`src/common/mips_pkg.sv`:
```
`default_nettype none

package mips_pkg;

    ////////////////////////////////////////////////////////////////////////////
    // Widths and latencies
    ////////////////////////////////////////////////////////////////////////////

    localparam int data_width  = 32;  // One machine word
    localparam int shamt_width = 5;   // Shift amount field of an R-type instruction

    // Edges from the start edge until done rises
    localparam int mul_cycles = 4;
    localparam int div_cycles = 33;   // 32 shift-subtract steps and the sign fix

    ////////////////////////////////////////////////////////////////////////////
    // Decoded control fields
    ////////////////////////////////////////////////////////////////////////////

    typedef enum logic [3:0] {
        ADD  = 4'd0,   // Signed add, traps on overflow
        ADDU = 4'd1,
        SUB  = 4'd2,   // Signed subtract, traps on overflow
        SUBU = 4'd3,
        AND  = 4'd4,
        OR   = 4'd5,
        XOR  = 4'd6,
        NOR  = 4'd7,
        SLT  = 4'd8,   // Set on signed less than
        SLTU = 4'd9,
        SLL  = 4'd10,
        SRL  = 4'd11,
        SRA  = 4'd12,
        LUI  = 4'd13   // Immediate into the upper half
    } alu_func_t;

    typedef enum logic [2:0] {
        NONE = 3'd0,   // Not a branch
        EQ   = 3'd1,
        NE   = 3'd2,
        GEZ  = 3'd3,
        GTZ  = 3'd4,
        LEZ  = 3'd5,
        LTZ  = 3'd6
    } branch_type_t;

    typedef enum logic [3:0] {
        MD_NONE = 4'd0,
        MULT    = 4'd1,
        MULTU   = 4'd2,
        DIV     = 4'd3,
        DIVU    = 4'd4,
        MTHI    = 4'd5,
        MTLO    = 4'd6,
        MFHI    = 4'd7,   // Reads HI, does not start the unit
        MFLO    = 4'd8
    } md_op_t;

endpackage

`default_nettype wire

```
`src/logic/alu.sv`:
```
`timescale 1ns/1ps
`default_nettype none

module alu (
    input  wire logic [mips_pkg::data_width-1:0] a,
    input  wire logic [mips_pkg::data_width-1:0] b,
    input  mips_pkg::alu_func_t                  func,
    output logic      [mips_pkg::data_width-1:0] y,
    output logic                                 overflow
);

    import mips_pkg::*;

    logic [data_width-1:0]  sum;
    logic [data_width-1:0]  diff;
    logic [shamt_width-1:0] sa;
    logic                   add_ovf;
    logic                   sub_ovf;

    assign sum  = a + b;
    assign diff = a - b;
    assign sa   = a[shamt_width-1:0];  // Shift amount comes from operand A

    // Same operand signs but the sum's sign differs
    assign add_ovf = (a[data_width-1] == b[data_width-1]) &&
                     (sum[data_width-1] != a[data_width-1]);
    // Operand signs differ and the result took the sign of b
    assign sub_ovf = (a[data_width-1] != b[data_width-1]) &&
                     (diff[data_width-1] != a[data_width-1]);

    always_comb begin
        y = '0;
        case (func)
            ADD, ADDU: y = sum;
            SUB, SUBU: y = diff;
            AND:       y = a & b;
            OR:        y = a | b;
            XOR:       y = a ^ b;
            NOR:       y = ~(a | b);
            SLT:       y = {{(data_width-1){1'b0}}, $signed(a) < $signed(b)};
            SLTU:      y = {{(data_width-1){1'b0}}, a < b};
            SLL:       y = b << sa;
            SRL:       y = b >> sa;
            SRA:       y = $signed(b) >>> sa;  // Sign bit fills from the left
            LUI:       y = {b[data_width/2-1:0], {(data_width/2){1'b0}}};
            default:   y = '0;
        endcase
    end

    // Only the trapping forms report overflow
    always_comb begin
        case (func)
            ADD:     overflow = add_ovf;
            SUB:     overflow = sub_ovf;
            default: overflow = 1'b0;
        endcase
    end

endmodule

`default_nettype wire

```
`src/logic/branch_judge.sv`:
```
`timescale 1ns/1ps
`default_nettype none

module branch_judge (
    input  wire logic [mips_pkg::data_width-1:0] a,
    input  wire logic [mips_pkg::data_width-1:0] b,
    input  mips_pkg::branch_type_t               branch_type,
    output logic                                 taken
);

    import mips_pkg::*;

    logic a_neg;
    logic a_zero;

    assign a_neg  = a[data_width-1];
    assign a_zero = (a == '0);

    // The zero-compare branches look at operand A alone
    always_comb begin
        case (branch_type)
            EQ:      taken = (a == b);
            NE:      taken = (a != b);
            GEZ:     taken = !a_neg;
            GTZ:     taken = !a_neg && !a_zero;
            LEZ:     taken = a_neg || a_zero;
            LTZ:     taken = a_neg;
            default: taken = 1'b0;  // NONE never redirects fetch
        endcase
    end

endmodule

`default_nettype wire

```
`src/logic/exec_unit.sv`:
```
`timescale 1ns/1ps
`default_nettype none

module exec_unit (
    input  wire logic                             clk,
    input  wire logic                             rst_n,
    input  wire logic [mips_pkg::data_width-1:0]  srca,
    input  wire logic [mips_pkg::data_width-1:0]  srcb,
    input  wire logic [mips_pkg::data_width-1:0]  imm,
    input  wire logic [mips_pkg::shamt_width-1:0] shamt,
    input  wire logic                             shamt_valid,
    input  wire logic                             use_imm,
    input  mips_pkg::alu_func_t                   alu_func,
    input  mips_pkg::branch_type_t                branch_type,
    input  mips_pkg::md_op_t                      md_op,
    input  wire logic                             is_link,
    input  wire logic [mips_pkg::data_width-1:0]  pcplus4,
    input  wire logic                             first_cycle,
    input  wire logic                             flush,
    input  wire logic [mips_pkg::data_width-1:0]  hi,
    input  wire logic [mips_pkg::data_width-1:0]  lo,
    input  wire logic                             md_done,
    output logic      [mips_pkg::data_width-1:0]  result,
    output logic                                  taken,
    output logic                                  overflow,
    output logic                                  finish,
    output logic                                  md_start,
    output mips_pkg::md_op_t                      md_op_start,
    output logic      [mips_pkg::data_width-1:0]  md_a,
    output logic      [mips_pkg::data_width-1:0]  md_b
);

    import mips_pkg::*;

    logic [data_width-1:0] op_a, op_b;
    logic [data_width-1:0] alu_y;
    logic [data_width-1:0] pcplus8;
    logic                  alu_ovf;
    logic                  md_busy_op;

    assign op_a = shamt_valid ? data_width'(shamt) : srca;  // Zero-extended shift amount
    assign op_b = use_imm ? imm : srcb;

    alu u_alu (
        .a        (op_a),
        .b        (op_b),
        .func     (alu_func),
        .y        (alu_y),
        .overflow (alu_ovf)
    );

    // Branches always compare the register operands
    branch_judge u_branch (
        .a           (srca),
        .b           (srcb),
        .branch_type (branch_type),
        .taken       (taken)
    );

    ////////////////////////////////////////////////////////////////////////////
    // Multiply/divide hand-off and result select
    ////////////////////////////////////////////////////////////////////////////

    // Operations that must wait for the unit before the stage can move on
    assign md_busy_op = (md_op == MULT) || (md_op == MULTU) || (md_op == DIV) ||
                        (md_op == DIVU) || (md_op == MTHI)  || (md_op == MTLO);

    assign md_start    = first_cycle && md_busy_op && !flush;
    assign md_op_start = md_op;
    assign md_a        = op_a;
    assign md_b        = op_b;

    // The first cycle masks a done left over from the previous operation
    assign finish = md_busy_op ? (md_done && !first_cycle) : 1'b1;

    assign pcplus8 = pcplus4 + data_width'(4);  // Return address skips the delay slot

    assign result = is_link         ? pcplus8 :
                    (md_op == MFHI) ? hi      :
                    (md_op == MFLO) ? lo      : alu_y;

    assign overflow = (md_op == MD_NONE) ? alu_ovf : 1'b0;

endmodule

`default_nettype wire

```
`config.mk`:
```
export PLATFORM = sky130hd
export DESIGN_NAME = exec_unit
export DESIGN_NICKNAME = d
export VERILOG_FILES = /design/src/common/mips_pkg.sv /design/src/logic/alu.sv /design/src/logic/branch_judge.sv /design/src/logic/exec_unit.sv
export SDC_FILE = /design/constraint.sdc
export NUM_CORES = 1
export LEC_CHECK = 0
export BUFFER_PORTS_ARGS = -buffer_cell sky130_fd_sc_hd__clkbuf_2
export CAP_MARGIN = 30
export CORE_AREA = 2 2 171 173
export DETAILED_ROUTE_END_ITERATION = 10
export DIE_AREA = 0 0 173 175
export PLACE_DENSITY = 0.67
export SYNTH_ARGS = -nofsm -noshare
export SYNTH_HDL_FRONTEND = slang
export SYNTH_SLANG_ARGS = --single-unit
export TNS_END_PERCENT = 5
```
`constraint.sdc`:
```
create_clock -name vclk -period 12.2
set_input_delay 2.44 -clock vclk [all_inputs]
set_output_delay 2.44 -clock vclk [all_outputs]
set_load 0.005 [all_outputs]
```
# After elaboration in Yosys (flattened, before gate mapping)
# Index checks and enable logic that the tools add are counted.
[classes] add_sub_neg=3 magnitude_cmp=2 n_eq_ne=33 shift=3 mux=10 bitwise_logic=4 n_reduce_logical=21
[ops] operator="32-bit one-hot mux with 12 select lines" n=1
[ops] operator="32-bit two-way mux" n=5
[ops] operator="32-bit < comparator" n=2
[ops] operator="32-bit by 3-bit adder with 32-bit output, second input constant" n=1
[ops] operator="32-bit adder" n=1
[ops] operator="32-bit AND" n=1
[ops] operator="32-bit == test" n=1
[ops] operator="4-bit by 3-bit == test with 1-bit output, second input constant" n=8
[ops] operator="32-bit zero test" n=1
[ops] operator="32-bit != test" n=1
[ops] operator="32-bit inverter" n=1
[ops] operator="32-bit bitwise OR" n=1
[ops] operator="32-bit by 5-bit << shifter with 32-bit output" n=1
[ops] operator="32-bit by 5-bit >> shifter with 32-bit output" n=1
[ops] operator="32-bit by 5-bit >>> shifter with 32-bit output" n=1
[ops] operator="32-bit subtractor" n=1
[ops] operator="32-bit XOR" n=1
[ops] operator="4-bit == test, second input constant" n=7
[ops] operator="4-bit by 2-bit == test with 1-bit output, second input constant" n=4
[ops] operator="3-bit == test, second input constant" n=3
[ops] operator="4-bit by 1-bit == test with 1-bit output, second input constant" n=2
[ops] operator="4-bit zero test" n=2
[ops] operator="3-bit by 2-bit == test with 1-bit output, second input constant" n=2
[ops] operator="1-bit logical AND" n=6
[ops] operator="other kinds (9)" n=21
[word_totals] regBits=0 in_bits=216 output_inout_bits=104 wordCells=76

# Logic depth before layout (Yosys ltp)
[logic_depth] ltp_word=8 ltp_mapped=19 ltp_nobuf=13

# By module
# From an unflattened synthesis, not the netlist that was laid out.
[hier_totals] cells_unflattened=1746 area_unflattened_um2=12445.7
[by_module_without_submodules] module="alu" n_inst=1 cells_per_inst=1363 area_per_inst_um2=9626.7 seq_area_each_um2=0.0
[by_module_without_submodules] module="exec_unit" n_inst=1 cells_per_inst=320 area_per_inst_um2=2322.2 seq_area_each_um2=0.0
[by_module_without_submodules] module="branch_judge" n_inst=1 cells_per_inst=63 area_per_inst_um2=496.7 seq_area_each_um2=0.0

# Least setup slack after synthesis
# No wires, ideal clock.
[synth_timing] path_kind="input to output" start="input port shamt_valid" end="output port result[22] in the netlist's numbering" arrival_ns=6.383 required_ns=9.760 slack_ns=3.377 cell_stages=16 path_buffers=5 cell_sequence="buf_6 > buf_2 > mux2i_1 > clkbuf_1 > buf_1 > ha_1 > clkbuf_1 > nor3_1 > o31ai_1 > a211oi_1 > o221a_2 > o21ai_1 > or4b_1 > o221ai_1 > nor4b_1 > or4b_1"
[synth_between] elab_chain_cells=7 word_cells_on_any_way=14 cone_classes="add/sub (2); shift (3); mux (5); bitwise (4)"
[synth_rtl] element="start: declaration" line="exec_unit.sv:11" source="input wire logic shamt_valid,"
[synth_rtl] element="32-bit two-way mux (*)" line="exec_unit.sv:41" source="assign op_a = shamt_valid ? data_width'(shamt) : srca;"
[synth_rtl] element="branches (longest 2 deep; another with 32-bit subtractor)"
[synth_rtl] element="32-bit one-hot mux with 12 select lines (*)" line="alu.sv:33" source="case (func)"
[synth_rtl] element="32-bit two-way mux (*)" line="exec_unit.sv:80" source="(md_op == MFLO) ? lo : alu_y;"
[synth_rtl] element="32-bit two-way mux (*)" line="exec_unit.sv:79" source="(md_op == MFHI) ? hi :"
[synth_rtl] element="32-bit two-way mux (*)" line="exec_unit.sv:78" source="assign result = is_link ? pcplus8 :"
[synth_rtl] element="end: declaration" line="exec_unit.sv:23" source="output logic [mips_pkg::data_width-1:0] result,"
# Mark *: on every way between the ends.

# Worst setup path in the final report
[layout_timing] start="input port use_imm" end="output port result[29] in the netlist's numbering"
[layout_between] elab_chain_cells=7 word_cells_on_any_way=14 cone_classes="add/sub (2); shift (3); mux (5); bitwise (4)"
[layout_rtl] element="start: declaration" line="exec_unit.sv:12" source="input wire logic use_imm,"
[layout_rtl] element="32-bit two-way mux (*)" line="exec_unit.sv:42" source="assign op_b = use_imm ? imm : srcb;"
[layout_rtl] element="branches (longest 2 deep; another with 32-bit subtractor)"
[layout_rtl] element="32-bit one-hot mux with 12 select lines (*)" line="alu.sv:33"
[layout_rtl] element="32-bit two-way mux (*)" line="exec_unit.sv:80"
[layout_rtl] element="32-bit two-way mux (*)" line="exec_unit.sv:79"
[layout_rtl] element="32-bit two-way mux (*)" line="exec_unit.sv:78"
# Marked as above.

==> metrics.cfg <==
[status]
status = finished, final reports clean

[routing]
drc_errors = 0
ant_nets = 0
totalWireLength_mm = 68.5
vias = 16218
drt_iter0_markers = 2500
wire_per_inst_um = 28.6
via_per_inst = 6.77
drt_pass1_iterations = 6

[critical_path]
startpoint_type = input pin
setup.worst_path.class = in2out
crit_top_cell = o21ai_0
path_max_fanout = 19
path_cells = clkbuf_2 -> buf_4 -> mux2i_2 -> ha_1 -> o31ai_1 -> o21ai_0 -> o211ai_1 -> o21ai_0 -> o221ai_1 -> xnor2_1 -> a211oi_1 -> o21ai_0 -> clkbuf_2
critPathSlowestCell = o21ai_0
cp-end-kind = output port
critical_path_arrival_ns = 8.00
required_ns = 9.76
cp_top_family = compound AO/OA/AOI/OAI gates
critPathMaxStageDelay_ns = 0.76
cp_num_buf_inv = 3

[synthesis]
synth-compound-area-share = 0.329
yosys_warnings = 0
yosys.area.top_type = mux2i_1
synth_top_family_by_area = compound AO/OA/AOI/OAI gates
synthAdderAreaFrac = 0.107
synthMuxAreaShare = 0.181
syn_area_um2 = 12000
syn_inst = 1789
ys_top_cells_by_area = mux2i_1 (13%), ha_1 (10%), xnor2_1 (7.0%)
synth_top_area_share = 0.134
ys_types = 83
synth-xor-area-share = 0.0858
yosysSeqAreaShare = 0
syn_nets = 2107
yosys.area_share.simple = 0.215
syn_avg_cell_area_um2 = 6.73

[power]
p_leak_nw = 6.22
p_per_area_nw_per_um2 = 56.7
vdd_drop_max_mv = 0.0298

[worst_hold_path]
hold_path.class = in2out

[grt]
grt_pass1_wl_mm = 98.8
track_usage = 0.427
grt_start_max_net_pins = 69
grt_pass1_vias = 14762
antenna_found_initial = 0
grt.overflow.total = 0

[die]
rows = 62
initial_core_util = 0.424
chipHeight_um = 175
pin_count = 320
die-width_um = 173
die_area_um2 = 30300
coreArea_um2 = 28400

[cells_and_area]
fin_nets = 2332
drive_gt1_frac = 0.219
multi_input_area_um2 = 11100
area_delta_synth_final_pct = 15.1
seqCellArea_um2 = 0
design.seq.count = 0
nClkBuffers = 0
utilization = 0.488
insertedDiodeCount = 0
n_fill_cell = 3100

[timing]
fin_setup_tns_ns = 0
rsz0062_at_grt = false
relSlewSlack = 0.268
finalSetupViolCount = 0
worst_pin_slew_ns = 1.09
clock.fmax_mhz = 95.8
period_share = 0.856
finalCriticalPeriod_ns = 10.44
slew_violations = 0
hold_viol_final = 0

[placed_design]
portBuffers = 318
dpl.hpwl_mm = 54.8
place.gp.congestion = 1.03

[cts]
cts_resized = 0
cts_setup_buffers = 0
holdBufCountCts = 0

[run]
drv_cap = 0

-- cell usage in the layout (no fill, tap or decap), types with 22 or more instances in the layout --
cell	count
clkbuf_2	317
o22ai_1	31
o211ai_1	25
xor2_1	22
nand2b_1	34
mux2i_1	157
a211oi_1	39
xnor2_1	96
nand3_1	27
nand2_1	118
a22oi_1	23
inv_1	81
o21ai_0	106
buf_4	41
nor3_1	51
a21oi_1	147
ha_1	100
a221oi_1	30
nand4_1	22
nor2_1	178
nor2b_1	32
-- through the flow --
stage | worst slack [ns] | instances | total power [mW] | hold WS [ns] | instance area, um^2
after floorplan | 3.38 | 1789 | 0.471 | 4.94 | 12000
after global placement | 2.03 | 2396 | 0.754 | 5.10 | 13900
after detailed placement | 2.05 | 2396 | 0.753 | 5.10 | 13900
after CTS | 2.04 | 2396 | 0.756 | 5.10 | 13900
after global routing | 1.76 | 2396 | 0.826 | 5.12 | 13900
final | 1.76 | 2396 | 0.786 | 5.10 | 13900
-- final timing paths --
kind	start	to	slack (ns)	cells past startpoint
max	use_imm	result[29]	1.76	13
min	md_op[0]	md_op_start[0]	5.10	2
-- metal layers --
metal	global-route usage	vias to the layer above	routed length (um)
met4	0.230	0	4580
met1	0.572	7737	27900
li1	-	7122	-
met2	0.657	1147	29100
met5	0	-	0
met3	0.0666	212	6960
-- synth_stat cells (9+ instances only) --
cell      number
nor2b_1       32
a31oi_1       20
buf_2         19
mux2i_2       18
nand4_1       22
o21bai_1      10
o211ai_1      25
o31ai_1       20
xor2_1        22
nand2_1      118
nand2b_1      34
and3_1         9
nor4_1        16
clkbuf_1      84
mux2i_1      161
o22ai_1       31
o221ai_1      16
a22oi_1       23
o21ai_0      106
mux2_2        15
nor2_1       180
a221oi_1      30
nand3_1       27
ha_1         100
xnor2_1       96
o21a_1        10
or3_1          9
inv_1         82
a21o_1        20
a211oi_1      39
buf_1         18
a311oi_1       9
a21oi_1      147
nor3_1        51
inv_2         17
-- report_power, final --
group	switching, mW	internal, mW	leakage, nW
logic	0.512	0.274	6.22
clock network	0	0	0
registers	0	0	0
total	0.512	0.274	6.22
-- final cells by class --
type / count / area share
Multi-Input combinational cell: 1553 / 0.801
Timing Repair Buffer: 358 / 0.137
Tap cell: 384 / 0.0347
Inverter: 101 / 0.0275
-- cells by family after synthesis --
group	count (synthesis)
AO/OA/AOI/OAI	595
XOR/XNOR	118
adder cells (fa/ha/maj)	102
buffers and inverters	236
multiplexers	201
AND/OR/NAND/NOR	537
Note: power is estimated with default switching activity, not from simulation.
